==> config.mk <==
export PLATFORM = sky130hd
export DESIGN_NAME = mazeCar
export DESIGN_NICKNAME = d
export VERILOG_FILES = /design/src/hdl/mazePkg.sv /design/src/hdl/phaseTimer.sv /design/src/hdl/decisionStack.sv /design/src/hdl/motorDrive.sv /design/src/hdl/routeFsm.sv /design/src/hdl/mazeCar.sv
export SDC_FILE = /design/constraint.sdc
export NUM_CORES = 1
export LEC_CHECK = 0
export ABC_AREA = 0
export ABC_CLOCK_PERIOD_IN_PS = 7250
export BUFFER_PORTS_ARGS = -buffer_cell sky130_fd_sc_hd__buf_2
export CAP_MARGIN = 0
export CORE_MARGIN = 4
export CORE_UTILIZATION = 35
export DETAILED_ROUTE_END_ITERATION = 12
export MAX_ROUTING_LAYER = met4
export SETUP_SLACK_MARGIN = 0.2
export SKIP_CTS_REPAIR_TIMING = 1
export SLEW_MARGIN = 20
export SYNTH_ARGS = -nofsm -noshare
export SYNTH_HDL_FRONTEND = slang
export SYNTH_HIERARCHICAL = 1
export SYNTH_SLANG_ARGS = --single-unit
==> constraint.sdc <==
create_clock -name clk -period 7.25 [get_ports clk]
set_input_delay 0.3625 -clock clk [delete_from_list [all_inputs] [get_ports clk]]
set_output_delay 0.3625 -clock clk [all_outputs]
set_load 0.03 [all_outputs]
==> src/hdl/mazePkg.sv <==
`default_nettype none

package mazePkg;

    // controller states
    typedef enum logic [4:0] {
        IDLE         = 5'd0,
        START        = 5'd1,
        COUNT        = 5'd2,
        STRAIGHT     = 5'd3,
        LITTLE_LEFT  = 5'd4,
        LITTLE_RIGHT = 5'd5,
        CHOOSE       = 5'd6,
        LEFT         = 5'd7,
        RIGHT        = 5'd8,
        BACK         = 5'd9,
        STOP         = 5'd10,
        FINISH       = 5'd11
    } carState_t;

    // sensor bits are left, mid, right; 1 means line seen
    typedef logic [2:0] track_t;

    localparam track_t OFF_ROAD         = 3'b000;
    localparam track_t ON_LINE          = 3'b010;
    localparam track_t DRIFT_RIGHT      = 3'b001;
    localparam track_t DRIFT_RIGHT_HARD = 3'b011;
    localparam track_t DRIFT_LEFT       = 3'b100;
    localparam track_t DRIFT_LEFT_HARD  = 3'b110;
    localparam track_t T_JUNCTION       = 3'b101;
    localparam track_t CROSSING         = 3'b111;

    typedef enum logic [1:0] {
        NONE        = 2'd0,
        GO_STRAIGHT = 2'd1,
        GO_LEFT     = 2'd2,
        GO_RIGHT    = 2'd3
    } decision_t;

    // push and pop together replace the top entry
    typedef struct packed {
        logic      push;
        logic      pop;
        decision_t value;
    } stackCmd_t;

    typedef struct packed {
        logic leftFwd;
        logic leftRev;
        logic rightFwd;
        logic rightRev;
        logic leftPwm;
        logic rightPwm;
    } wheelCmd_t;

    localparam int DEPTH_W = 5;
    typedef logic [DEPTH_W-1:0] depth_t;
    localparam depth_t STACK_DEPTH = 5'd16;

    localparam int TIMER_W = 8;
    typedef logic [TIMER_W-1:0] timerCount_t;
    localparam timerCount_t START_CYCLES = 8'd16;
    localparam timerCount_t STOP_CYCLES  = 8'd8;

    localparam int PWM_PERIOD = 16;
    localparam int PWM_W = $clog2(PWM_PERIOD);
    typedef logic [PWM_W-1:0] pwmCount_t;
    localparam pwmCount_t PWM_FULL = 4'd12;
    localparam pwmCount_t PWM_SLOW = 4'd6;

endpackage

`default_nettype wire

==> src/hdl/phaseTimer.sv <==
`timescale 1ns/1ns
`default_nettype none

module phaseTimer (
    input  wire                          clk,
    input  wire                          rst,
    input  wire                          timerLoad,
    input  wire mazePkg::timerCount_t    timerCycles,
    output logic                         timerDone
);

    mazePkg::timerCount_t count;

    // done rises exactly timerCycles cycles after the load cycle
    always_ff @(posedge clk or posedge rst) begin
        if (rst) begin
            count <= '0;
            timerDone <= 1'b0;
        end else if (timerLoad) begin
            count <= (timerCycles == '0) ? '0 : timerCycles - 1'b1;
            timerDone <= (timerCycles == mazePkg::timerCount_t'(1));
        end else begin
            timerDone <= (count == mazePkg::timerCount_t'(1));
            if (count != '0) begin
                count <= count - 1'b1;
            end
        end
    end

    donePulse: assert property (@(posedge clk) disable iff (rst)
        timerDone |=> !timerDone)
        else $error("timer done held longer than one cycle");

endmodule

`default_nettype wire

==> src/hdl/decisionStack.sv <==
`timescale 1ns/1ns
`default_nettype none

module decisionStack (
    input  wire                       clk,
    input  wire                       rst,
    input  wire mazePkg::stackCmd_t   stackCmd,
    output mazePkg::decision_t        top,
    output mazePkg::depth_t           depth
);

    mazePkg::decision_t             mem [mazePkg::STACK_DEPTH];
    logic [mazePkg::DEPTH_W-2:0]    topIdx;
    logic                           doPush;
    logic                           doPop;
    logic                           doReplace;

    assign topIdx = depth[mazePkg::DEPTH_W-2:0] - 1'b1;

    // overflow and underflow are dropped
    assign doPush = stackCmd.push && !stackCmd.pop && depth != mazePkg::STACK_DEPTH;
    assign doPop = stackCmd.pop && !stackCmd.push && depth != '0;
    assign doReplace = stackCmd.push && stackCmd.pop && depth != '0;

    assign top = (depth == '0) ? mazePkg::NONE : mem[topIdx];

    always_ff @(posedge clk) begin
        if (doPush) begin
            mem[depth[mazePkg::DEPTH_W-2:0]] <= stackCmd.value;
        end else if (doReplace) begin
            mem[topIdx] <= stackCmd.value;
        end
    end

    always_ff @(posedge clk or posedge rst) begin
        if (rst) begin
            depth <= '0;
        end else if (doPush) begin
            depth <= depth + 1'b1;
        end else if (doPop) begin
            depth <= depth - 1'b1;
        end
    end

    depthBound: assert property (@(posedge clk) disable iff (rst)
        depth <= mazePkg::STACK_DEPTH)
        else $error("stack depth %0d out of range", depth);

endmodule

`default_nettype wire

==> src/hdl/motorDrive.sv <==
`timescale 1ns/1ns
`default_nettype none

module motorDrive (
    input  wire                       clk,
    input  wire                       rst,
    input  wire mazePkg::carState_t   state,
    output mazePkg::wheelCmd_t        wheels
);

    mazePkg::pwmCount_t pwmCount;
    mazePkg::pwmCount_t leftDuty;
    mazePkg::pwmCount_t rightDuty;

    // free-running PWM period
    always_ff @(posedge clk or posedge rst) begin
        if (rst) begin
            pwmCount <= '0;
        end else if (pwmCount == mazePkg::pwmCount_t'(mazePkg::PWM_PERIOD - 1)) begin
            pwmCount <= '0;
        end else begin
            pwmCount <= pwmCount + 1'b1;
        end
    end

    always_comb begin
        wheels = '0;
        leftDuty = '0;
        rightDuty = '0;
        case (state)
            mazePkg::STRAIGHT: begin
                wheels.leftFwd = 1'b1;
                wheels.rightFwd = 1'b1;
                leftDuty = mazePkg::PWM_FULL;
                rightDuty = mazePkg::PWM_FULL;
            end
            // inner wheel slows down for small corrections
            mazePkg::LITTLE_LEFT: begin
                wheels.leftFwd = 1'b1;
                wheels.rightFwd = 1'b1;
                leftDuty = mazePkg::PWM_SLOW;
                rightDuty = mazePkg::PWM_FULL;
            end
            mazePkg::LITTLE_RIGHT: begin
                wheels.leftFwd = 1'b1;
                wheels.rightFwd = 1'b1;
                leftDuty = mazePkg::PWM_FULL;
                rightDuty = mazePkg::PWM_SLOW;
            end
            // spin on the spot for wide turns
            mazePkg::LEFT: begin
                wheels.leftRev = 1'b1;
                wheels.rightFwd = 1'b1;
                leftDuty = mazePkg::PWM_FULL;
                rightDuty = mazePkg::PWM_FULL;
            end
            mazePkg::RIGHT: begin
                wheels.leftFwd = 1'b1;
                wheels.rightRev = 1'b1;
                leftDuty = mazePkg::PWM_FULL;
                rightDuty = mazePkg::PWM_FULL;
            end
            mazePkg::BACK: begin
                wheels.leftRev = 1'b1;
                wheels.rightRev = 1'b1;
                leftDuty = mazePkg::PWM_FULL;
                rightDuty = mazePkg::PWM_FULL;
            end
            default: begin
                wheels = '0;
            end
        endcase
        wheels.leftPwm = pwmCount < leftDuty;
        wheels.rightPwm = pwmCount < rightDuty;
    end

endmodule

`default_nettype wire

==> src/hdl/routeFsm.sv <==
`timescale 1ns/1ns
`default_nettype none

module routeFsm (
    input  wire                       clk,
    input  wire                       rst,
    input  wire                       enable,
    input  wire                       obstacle,
    input  wire mazePkg::track_t      track,
    input  wire mazePkg::decision_t   top,
    input  wire                       timerDone,
    output mazePkg::carState_t        state,
    output mazePkg::stackCmd_t        stackCmd,
    output logic                      timerLoad,
    output mazePkg::timerCount_t      timerCycles
);

    mazePkg::carState_t stateNext;
    mazePkg::carState_t resumeState;
    mazePkg::carState_t resumeNext;
    logic               seen;
    logic               seenSet;
    logic               groupChange;
    logic               phaseDone;
    logic               enterTimed;

    function automatic logic isFollow(input mazePkg::carState_t s);
        return s inside {mazePkg::STRAIGHT, mazePkg::LITTLE_LEFT, mazePkg::LITTLE_RIGHT};
    endfunction

    // a done pulse seen during the load cycle belongs to an older phase
    assign phaseDone = timerDone && !timerLoad;

    // checkpoint: any pattern other than the one that brought us here
    assign seenSet = (track != mazePkg::CROSSING) &&
                     !(state == mazePkg::LEFT && track == mazePkg::T_JUNCTION);
    assign groupChange = (stateNext != state) && !(isFollow(state) && isFollow(stateNext));
    assign enterTimed = (stateNext != state) &&
                        (stateNext inside {mazePkg::COUNT, mazePkg::STOP});

    always_comb begin
        stateNext = state;
        resumeNext = resumeState;
        stackCmd = '0;
        case (state)
            mazePkg::IDLE: begin
                if (enable) stateNext = mazePkg::START;
            end
            mazePkg::START: begin
                if (track == mazePkg::ON_LINE) stateNext = mazePkg::COUNT;
            end
            mazePkg::COUNT: begin
                if (phaseDone) stateNext = mazePkg::STRAIGHT;
            end
            mazePkg::STRAIGHT, mazePkg::LITTLE_LEFT, mazePkg::LITTLE_RIGHT: begin
                case (track)
                    mazePkg::OFF_ROAD: begin
                        // dead end, pause then back out
                        stateNext = mazePkg::STOP;
                        resumeNext = mazePkg::BACK;
                    end
                    mazePkg::DRIFT_LEFT, mazePkg::DRIFT_LEFT_HARD: begin
                        stateNext = mazePkg::LITTLE_LEFT;
                    end
                    mazePkg::DRIFT_RIGHT, mazePkg::DRIFT_RIGHT_HARD: begin
                        stateNext = mazePkg::LITTLE_RIGHT;
                    end
                    mazePkg::CROSSING: begin
                        stateNext = seen ? mazePkg::CHOOSE : mazePkg::STRAIGHT;
                        if (seen) begin
                            stackCmd.push = 1'b1;
                            stackCmd.value = mazePkg::GO_STRAIGHT;
                        end
                    end
                    default: begin
                        stateNext = mazePkg::STRAIGHT;
                    end
                endcase
            end
            mazePkg::CHOOSE: begin
                if (track == mazePkg::T_JUNCTION) begin
                    stackCmd = '{push: 1'b1, pop: 1'b1, value: mazePkg::GO_LEFT};
                    stateNext = mazePkg::STOP;
                    resumeNext = mazePkg::LEFT;
                end else if (track == mazePkg::CROSSING && seen) begin
                    stateNext = mazePkg::STRAIGHT;
                end
            end
            mazePkg::LEFT: begin
                if (track == mazePkg::CROSSING && seen) begin
                    stateNext = mazePkg::STOP;
                    resumeNext = mazePkg::STRAIGHT;
                end else if (track == mazePkg::T_JUNCTION && seen) begin
                    stackCmd = '{push: 1'b1, pop: 1'b1, value: mazePkg::GO_RIGHT};
                    stateNext = mazePkg::STOP;
                    resumeNext = mazePkg::RIGHT;
                end
            end
            mazePkg::RIGHT: begin
                if (track == mazePkg::CROSSING && seen) begin
                    stateNext = mazePkg::STOP;
                    resumeNext = mazePkg::STRAIGHT;
                end
            end
            mazePkg::BACK: begin
                if (track == mazePkg::CROSSING) begin
                    // revise the last junction, or drop it if all ways were tried
                    if (top == mazePkg::GO_STRAIGHT) begin
                        stackCmd = '{push: 1'b1, pop: 1'b1, value: mazePkg::GO_LEFT};
                        stateNext = mazePkg::STOP;
                        resumeNext = mazePkg::LEFT;
                    end else if (top == mazePkg::GO_LEFT) begin
                        stackCmd = '{push: 1'b1, pop: 1'b1, value: mazePkg::GO_RIGHT};
                        stateNext = mazePkg::STOP;
                        resumeNext = mazePkg::RIGHT;
                    end else begin
                        stackCmd.pop = 1'b1;
                    end
                end
            end
            mazePkg::STOP: begin
                if (phaseDone) stateNext = resumeState;
            end
            default: begin
                stateNext = state;
            end
        endcase

        if (!enable) begin
            stateNext = mazePkg::IDLE;
            resumeNext = resumeState;
            stackCmd = '0;
        end else if (obstacle && state != mazePkg::IDLE) begin
            stateNext = mazePkg::FINISH;
            resumeNext = resumeState;
            stackCmd = '0;
        end
    end

    always_ff @(posedge clk or posedge rst) begin
        if (rst) begin
            state <= mazePkg::IDLE;
            resumeState <= mazePkg::STRAIGHT;
            seen <= 1'b0;
            timerLoad <= 1'b0;
            timerCycles <= '0;
        end else begin
            state <= stateNext;
            resumeState <= resumeNext;
            timerLoad <= enterTimed;
            if (enterTimed) begin
                timerCycles <= (stateNext == mazePkg::COUNT) ? mazePkg::START_CYCLES
                                                             : mazePkg::STOP_CYCLES;
            end
            if (groupChange) begin
                seen <= 1'b0;
            end else if (seenSet) begin
                seen <= 1'b1;
            end
        end
    end

    // stack commands come only from states that record or revise junctions
    stackCmdStates: assert property (@(posedge clk) disable iff (rst)
        (stackCmd.push || stackCmd.pop) |->
            state inside {mazePkg::STRAIGHT, mazePkg::LITTLE_LEFT, mazePkg::LITTLE_RIGHT,
                          mazePkg::CHOOSE, mazePkg::LEFT, mazePkg::BACK})
        else $error("stack command in state %s", state.name());

    // the load marks the first cycle of a timed phase
    timerLoadEntry: assert property (@(posedge clk) disable iff (rst)
        timerLoad |-> (state inside {mazePkg::COUNT, mazePkg::STOP}) && state != $past(state))
        else $error("timer load outside phase entry");

endmodule

`default_nettype wire

==> src/hdl/mazeCar.sv <==
`timescale 1ns/1ns
`default_nettype none

module mazeCar (
    input  wire                       clk,
    input  wire                       rst,
    input  wire                       enable,
    input  wire                       obstacle,
    input  wire mazePkg::track_t      track,
    output mazePkg::wheelCmd_t        wheels,
    output mazePkg::carState_t        carState,
    output mazePkg::depth_t           stackDepth,
    output mazePkg::decision_t        stackTop
);

    mazePkg::stackCmd_t   stackCmd;
    mazePkg::timerCount_t timerCycles;
    logic                 timerLoad;
    logic                 timerDone;

    routeFsm i_routeFsm (
        .clk         (clk),
        .rst         (rst),
        .enable      (enable),
        .obstacle    (obstacle),
        .track       (track),
        .top         (stackTop),
        .timerDone   (timerDone),
        .state       (carState),
        .stackCmd    (stackCmd),
        .timerLoad   (timerLoad),
        .timerCycles (timerCycles)
    );

    decisionStack i_decisionStack (
        .clk      (clk),
        .rst      (rst),
        .stackCmd (stackCmd),
        .top      (stackTop),
        .depth    (stackDepth)
    );

    phaseTimer i_phaseTimer (
        .clk         (clk),
        .rst         (rst),
        .timerLoad   (timerLoad),
        .timerCycles (timerCycles),
        .timerDone   (timerDone)
    );

    motorDrive i_motorDrive (
        .clk    (clk),
        .rst    (rst),
        .state  (carState),
        .wheels (wheels)
    );

endmodule

`default_nettype wire

Word level (Yosys, flattened, before mapping) --
Memory sizes are Yosys's and may differ from the RTL's. Index checks and enable logic that the tools add are counted.
Storage, ports and cells: bits in writable memories 32, word-level logic and storage cells 166, output and inout bits 18, input port bits 7, bits in registers 38, memories 1
Cells by class: magnitude comparators 2, eq/ne operators 36, bitwise operators 1, add/sub/neg operators 6, reductions and logical operators 45, muxes and demuxes 66
Memories:
- i_decisionStack.mem | depth 16, bits a word 2, rd ports 1, clocked after Yosys merged registers in 0, wr ports 1, RTL line decisionStack.sv:12 | mazePkg::decision_t mem [mazePkg::STACK_DEPTH];
Operators with widths (number):
- two-way mux 5 bit | 24
- one-hot mux 5 bit (9 select lines) | 1
- two-way mux 4 bit | 9
- equality test 5 x 3 -> 1 bit, second input constant | 6
- one-hot mux 5 bit (5 select lines) | 1
- two-way mux 8 bit | 3
- equality test 5 x 2 -> 1 bit, second input constant | 4
- equality test 5 x 4 -> 1 bit, second input constant | 4
- one-hot mux 5 bit (4 select lines) | 1
- two-way mux 1 bit | 17
- equality test 8 x 1 -> 1 bit, second input constant | 2
- one-hot mux 4 bit (2 select lines) | 2
- subtractor 8 x 1 -> 8 bit, second input constant | 2
- logical AND 1 bit | 15
- nonzero test 5 bit | 3
- equality test 3 bit, second input constant | 4
- logical NOT 5 bit | 2
- OR reduction 2 bit | 5
- OR reduction 5 bit | 2
- inequality test 3 bit, second input constant | 3
- AND reduction 9 bit | 1
- logical NOT 8 bit | 1
- < comparator 4 bit | 2
- two-way mux 2 bit | 4
- other kinds (26) | 38

Depth between registers and ports, before layout --
Gate-level depths: netlist (run 1). An unclocked memory read counts as a cell.
word-level depth 17, depth in mapped cells 21, depth with buffers taken out 18

By module --
The synthesis (run 1) kept the hierarchy.
By module, submodules not included:
- decisionStack | instances 1, area an instance 1976.9 µm², seq. area each 1086.0 µm², cells an instance 144
- routeFsm | instances 1, area an instance 1626.6 µm², seq. area each 327.8 µm², cells an instance 196
- phaseTimer | instances 1, area an instance 693.2 µm², seq. area each 225.2 µm², cells an instance 72
- motorDrive | instances 1, area an instance 414.1 µm², seq. area each 100.1 µm², cells an instance 45

Worst setup path before layout (run 1) --
Ideal clock, no wire load.
kind reg-to-reg, from register i_decisionStack.depth[0], to register i_decisionStack.depth[4], library setup time 0.138 ns, arrival time 5.754 ns, cell stages (with the launch flop) 21, clock period less this slack 5.893 ns, buffers on the path 3, data required time 7.112 ns, slack 1.357 ns, cell sequence dfrtp_1 -> buf_6 -> buf_2 -> inv_1 -> ha_1 -> clkbuf_1 -> mux4_2 -> mux2_1 -> a22o_1 -> inv_1 -> ha_1 -> or3_1 -> a21oi_1 -> a31o_2 -> nand2b_1 -> nor2_1 -> inv_1 -> ha_1 -> a21o_1 -> a21oi_1 -> mux4_2
RTL lines:
- start: declaration | RTL line decisionStack.sv:9 | output mazePkg::depth_t depth
- start signal: assignment | RTL line decisionStack.sv:39 | depth <= depth + 1'b1;
- start signal: assignment | RTL line decisionStack.sv:41 | depth <= depth - 1'b1;

==> results.toml, run 1 <==
[synthesis]
synth_top_family_by_area = "simple AND/OR/NAND/NOR gates"
synth-edff-count = 32
netlist_top_cells_area = "edfxtp_1 20%, dfrtp_1 15%, ha_1 5.3%"
synth_seq_cells = 63
synth_adder_area_share_pct = 5.74
synth-async-reset-ratio_pct = 49.2
synth_compound_area_share_pct = 20.0
synth_ff_type = "edfxtp_1"
synth_top_area_cell = "edfxtp_1"
synth_top_area_share_pct = 20.4
yosys.area_share.simple_pct = 20.5
ys_seq_area_share_pct = 36.9
synthCells = 457
synthMuxAreaShare_pct = 8.26
syn_area_per_cell_sq_um = 10.3
synth_cell_types = 96
synthXorXnorAreaFrac_pct = 2.05
ys_warn_count = 6
synth_area_sq_mm = 0.00471

[status]
outcome = "finished, final reports clean"

[worst_setup_path]
reg2reg_slack_ps = 1440
cp.required_ps = 7450
path_buf_inv = 4
cp.arrival_ps = 6010
worstPathMaxFanout = 17
crit_path_top_delay_cell = "dfrtp_1"
ff2ff_path_depth = 18
crit_chain = "inv_1, ha_1, mux4_1, mux2_4, a22o_1, inv_1, ha_1, or3_1, a21oi_1, buf_4, a31o_2, nand2b_1, nor2_1, inv_1, ha_1, a21o_1, a21oi_1, mux4_2"
worstReg2RegEnd = "i_decisionStack/depth[4]"
slowest_delay_ps = 790
cp-startpoint = "i_decisionStack/depth[0]"
r2r-start = "i_decisionStack/depth[0]"
endpoint_kind = "flop"
cp_top_family = "adder cells"
cp-start-kind = "flop"
crit_type = "reg -> reg"

[clock_network]
cts_root_buf = "clkbuf_16"
cts_made_buffers = 9
cts_tree = "yes"
h-tree-depth = 3
cts.sinks = 63
path_clk_slew_ps = 50
cts_max_path_buffers = 2
clock_latency_ps = 330

[cells_and_area]
nets = 498
drive_gt1_share_pct = 19.8
stdcell_count = 651
nFillCells = 1253
n_antenna_cell = 0
area_growth_pct = 10.7

[hold_path]
hp-start = "enable"
whs_endpoint = "i_routeFsm/state[4]"
worstHoldPathCells = 2
hold_class = "in -> reg"

[floorplan]
die_h_um = 124
rows = 42
die-area_sq_mm = 0.0154
chipWidth_um = 124
ioPinCount = 25
initial_core_util_pct = 35.7
core_sq_mm = 0.0132

[routing]
finalWirelength_um = 10900
ant_nets = 0
dr.pass1.iters = 6
vias = 3686
remaining_drc_errors = 0
vias_per_cell = 5.66
drt_iter0_drc = 297
routedWlPerCell_um = 16.7

[job]
cap_violations = 0

[timing]
fin_ws_ps = 1440
maxClockFrequency_mhz = 172
post-route-min-period_ps = 5810
post-route-period-util_pct = 80.2
rsz0062_at_grt = "no"
worst_slew_pin_slew_ps = 996
fin_hold_ws_ps = 378
max-slew-margin-rel_pct = 33.3
final-max-slew-violation-count = 0
finalHoldViolCount = 0
tns_ps = 0
finalClockSkew_ps = 4.23
setup_viol = 0

[place]
dp.cells = 634
dp_slack_ps = 1460
dp_hpwl_um = 7950
io_buffers = 24
gp_congestion = 0.861

[global_route]
busiest_layer = "met2"
met2_usage_pct = 25.0
use_met1_pct = 19.4
grt_pass1_wl_um = 17900
met3_usage_pct = 3.18
grt_max_degree = 33
overflow = 0
antenna_found_initial = 0
grt_usage_pct = 15.4
grt_pass1_vias = 3555

[pwr]
p_total_mw = 1.47
p_leak_nw = 2.01
ir_drop_uv = 122
p_per_area_mw_per_mm2 = 282
## flip-flops by register name (all words and copies together) (netlist names)
name	cells
i_routeFsm/state	5
i_phaseTimer/count	8
i_phaseTimer/timerDone	1
i_routeFsm/resumeState	4
i_routeFsm/timerLoad	1
i_decisionStack/mem	32
i_routeFsm/seen	1
i_decisionStack/depth	5
i_routeFsm/timerCycles	2
i_motorDrive/pwmCount	4
## worst max-delay path by stage
stage / endpoint / slack [ps] / depth (start not counted)
floorplan: i_decisionStack/depth[4] / 1360 / 20
global placement: i_decisionStack/depth[4] / 1660 / 18
detailed placement: i_decisionStack/depth[4] / 1460 / 18
CTS: i_decisionStack/depth[4] / 1450 / 18
global route: i_decisionStack/depth[4] / 1030 / 18
finish: i_decisionStack/depth[4] / 1440 / 18
## layout by cell type (no fill, tap or decap), types with 15 or more instances in the layout
| master | n |
|---|---|
| ha_1 | 20 |
| a21oi_1 | 18 |
| dfrtp_1 | 29 |
| inv_1 | 25 |
| buf_2 | 24 |
| nor2_1 | 48 |
| nand2_1 | 16 |
| o21ai_0 | 16 |
| edfxtp_1 | 32 |
| nand3_1 | 15 |
## per-layer routing
layer  wire, um  vias to the layer above
met5          0                        -
met4        140                        0
met3        558                       14
met2       5180                      114
met1       4990                     1781
li1           -                     1777
## area by class of cell
class	count	area [sq um]	area share [%]
flip-flops and latches	63	1740	33.4
clock buffers	12	268	5.14
multi-input cells	339	2690	51.5
well taps	176	220	4.22
clock inverters	4	27.5	0.528
inverters	26	97.6	1.87
repair buffers	31	175	3.36
## where the power goes
part	internal [mW]	switching, mW
registers	0.436	0.0853
clock network	0.260	0.151
logic	0.236	0.301
## synth_stat cells (8+ instances only)
cell	count
nor2_1	48
edfxtp_1	32
dfrtp_1	29
inv_1	25
ha_1	20
a21oi_1	18
nand2_1	16
o21ai_0	16
nand3_1	15
buf_2	10
clkbuf_1	10
xnor2_1	10
a211oi_1	8
a31oi_1	8
nand2b_1	8
## kinds of logic after synthesis
kind of cell,Yosys count
adders and majority gates,21
and+or+nand+nor,156
muxes,24
xor gates and xnor gates,11
buffers and inverters,60
other,1
AOI/OAI and AO/OA,121
DFF,63
## stage by stage
stage	cell area [sq um]	utilization, %
2_1_floorplan	4730	-
3_3_place_gp	4910	37.2
3_5_place_dp	4910	37.2
4_1_cts	5200	39.4
5_1_grt	5210	39.5
6_report	5210	39.5
Power figures use the tool's default switching activity.
==> inputs of run 2 (changes only) <==
- ABC_CLOCK_PERIOD_IN_PS: 7250 -> 5900
- clock period: 7.25 -> 5.9 ns (I/O delays scaled with it)
==> run 2 against run 1 <==
Clock skew rose by 5.1 ps; critical path depth fell by 1; hold slack got worse by 61 ps; setup slack got worse by 820 ps; cell area up 0.86%; flip-flop and latch count stayed put; first-iteration DRC count up 9.8%; register-to-register slack worse by 820 ps; non-clock buffer count rose by 1; wire length rose by 4.8%; global-route usage is 0.51 points higher; critical endpoint unchanged.
==> results.toml, run 2 (same netlist as run 1, synthesis figures left out) <==
[routing]
ant_nets = 0
remaining_drc_errors = 0
dr.pass1.iters = 5
finalWirelength_um = 11400
routedWlPerCell_um = 17.5
drt_iter0_drc = 326
vias_per_cell = 5.70
vias = 3717

[clock_network]
h-tree-depth = 3
cts_made_buffers = 9
cts.sinks = 63
path_clk_slew_ps = 60
cts_max_path_buffers = 2
cts_tree = "yes"
clock_latency_ps = 320
cts_root_buf = "clkbuf_16"

[worst_setup_path]
cp.required_ps = 6080
crit_type = "reg -> reg"
cp.arrival_ps = 5470
endpoint_kind = "flop"
worstPathMaxFanout = 17
cp-start-kind = "flop"

[cells_and_area]
drive_gt1_share_pct = 20.4
regMostFlops = "i_decisionStack/mem"
final_cell_mix = "48 x nor2_1, 32 x edfxtp_1, 29 x dfrtp_1"
stdcell_count = 652
final_common_cell = "nor2_1"
nets = 499
largestRegisters = "i_decisionStack/mem (32), i_phaseTimer/count (8)"
largest_reg_flops = 32
area_growth_pct = 11.6
n_antenna_cell = 0

[hold_path]
hold_class = "in -> reg"

[timing]
worst_slew_pin_slew_ps = 917
setup_viol = 0
post-route-min-period_ps = 5290
finalClockSkew_ps = 9.31
fin_hold_ws_ps = 316
rsz0062_at_grt = "no"
post-route-period-util_pct = 89.6
final-max-slew-violation-count = 0
finalHoldViolCount = 0
maxClockFrequency_mhz = 189
max-slew-margin-rel_pct = 38.6
tns_ps = 0

[global_route]
grt_pass1_vias = 3602
grt_usage_pct = 15.9
grt_pass1_wl_um = 18800
antenna_found_initial = 0
grt_max_degree = 38
overflow = 0

[pwr]
pwr-share-comb_pct = 36.5
p_int_mw = 1.20
switching_share_pct = 35.7
p_leak_nw = 2.04
seqPwrFrac_pct = 33.2
clkPwrFrac_pct = 30.3
ir_drop_uv = 200
p_per_area_mw_per_mm2 = 356
p_sw_uw = 668

[floorplan]
chipWidth_um = 124
initial_core_util_pct = 35.7
die_h_um = 124
ioPinCount = 25
rows = 42
core_sq_mm = 0.0132
die-area_sq_mm = 0.0154

[job]
cap_violations = 0

[place]
dp_hpwl_um = 8350
io_buffers = 24
gp_congestion = 0.928
dp.cells = 635

[status]
outcome = "finished, final reports clean"
run 2: cell types whose count changed in the layout (fill, tap and decap cells not counted), sizes merged:
cell / previous run / this run
buf: 30 / 31
bufinv: 0 / 2
clkbuf: 12 / 9
clkinv: 2 / 4
clkinvlp: 3 / 0
inv: 25 / 27
run 2: path summary, 6_finish.rpt:
path	start	to	slack [ps]	depth (start not counted)
min in group asynchronous	rst	i_motorDrive/pwmCount[1]	450	3
hold / removal	enable	i_routeFsm/state[4]	320	2
max in group asynchronous	rst	i_routeFsm/resumeState[0]	4950	3
hold reg to reg	i_routeFsm/resumeState[1]	i_routeFsm/resumeState[1]	480	2
setup / recovery	i_decisionStack/depth[1]	i_decisionStack/depth[4]	610	17
setup reg to reg	i_decisionStack/depth[1]	i_decisionStack/depth[4]	610	17
run 2: layer usage:
layer	track usage [%]	share of wire (%)	wire, um
met5	-	0	0
met4	3.83	0.93	106
met3	3.18	5.5	626
met2	25.5	48	5510
met1	20.7	45	5160
run 2: critical path, cell delays in order (launching register included):
cell,delay [ps]
dfrtp_1,480
inv_1,170
ha_1,570
mux4_1,370
mux2_4,280
a22o_1,280
ha_1,300
or3_1,380
a21oi_2,140
buf_4,220
a31o_2,200
nand2b_1,130
nor2_1,280
inv_1,130
ha_1,330
a21o_1,170
a21oi_1,190
mux4_2,520
run 2: cell type report:
class                      count  area (sq um)
clock buffer                   9           225
clock inverter                 7           104
fill                        1292          7930
inverter                      26          97.6
multi-input combinational    339          2690
sequential                    63          1740
tap                          176           220
timing repair buffer          32           183
run 2: per-stage QoR:
step	cell area [sq um]	setup slack (ps)	total power [mW]	util, %
3_3_place_gp	4920	869	1.28	37.3
5_1_grt	5260	310	1.99	39.9
4_1_cts	5250	611	1.89	39.8
3_5_place_dp	4920	655	1.30	37.3
2_1_floorplan	4730	218	1.17	-
6_report	5260	614	1.87	39.9
run 2: power by group through the flow:
| stage | clock network (mW) | logic, mW | registers [mW] |
|---|---|---|---|
| after floorplan | 0 | 0.544 | 0.626 |
| after CTS | 0.581 | 0.683 | 0.621 |
| after global placement | 0 | 0.661 | 0.623 |
| after detailed placement | 0 | 0.678 | 0.626 |
| final | 0.567 | 0.683 | 0.622 |
| after global routing | 0.605 | 0.751 | 0.634 |
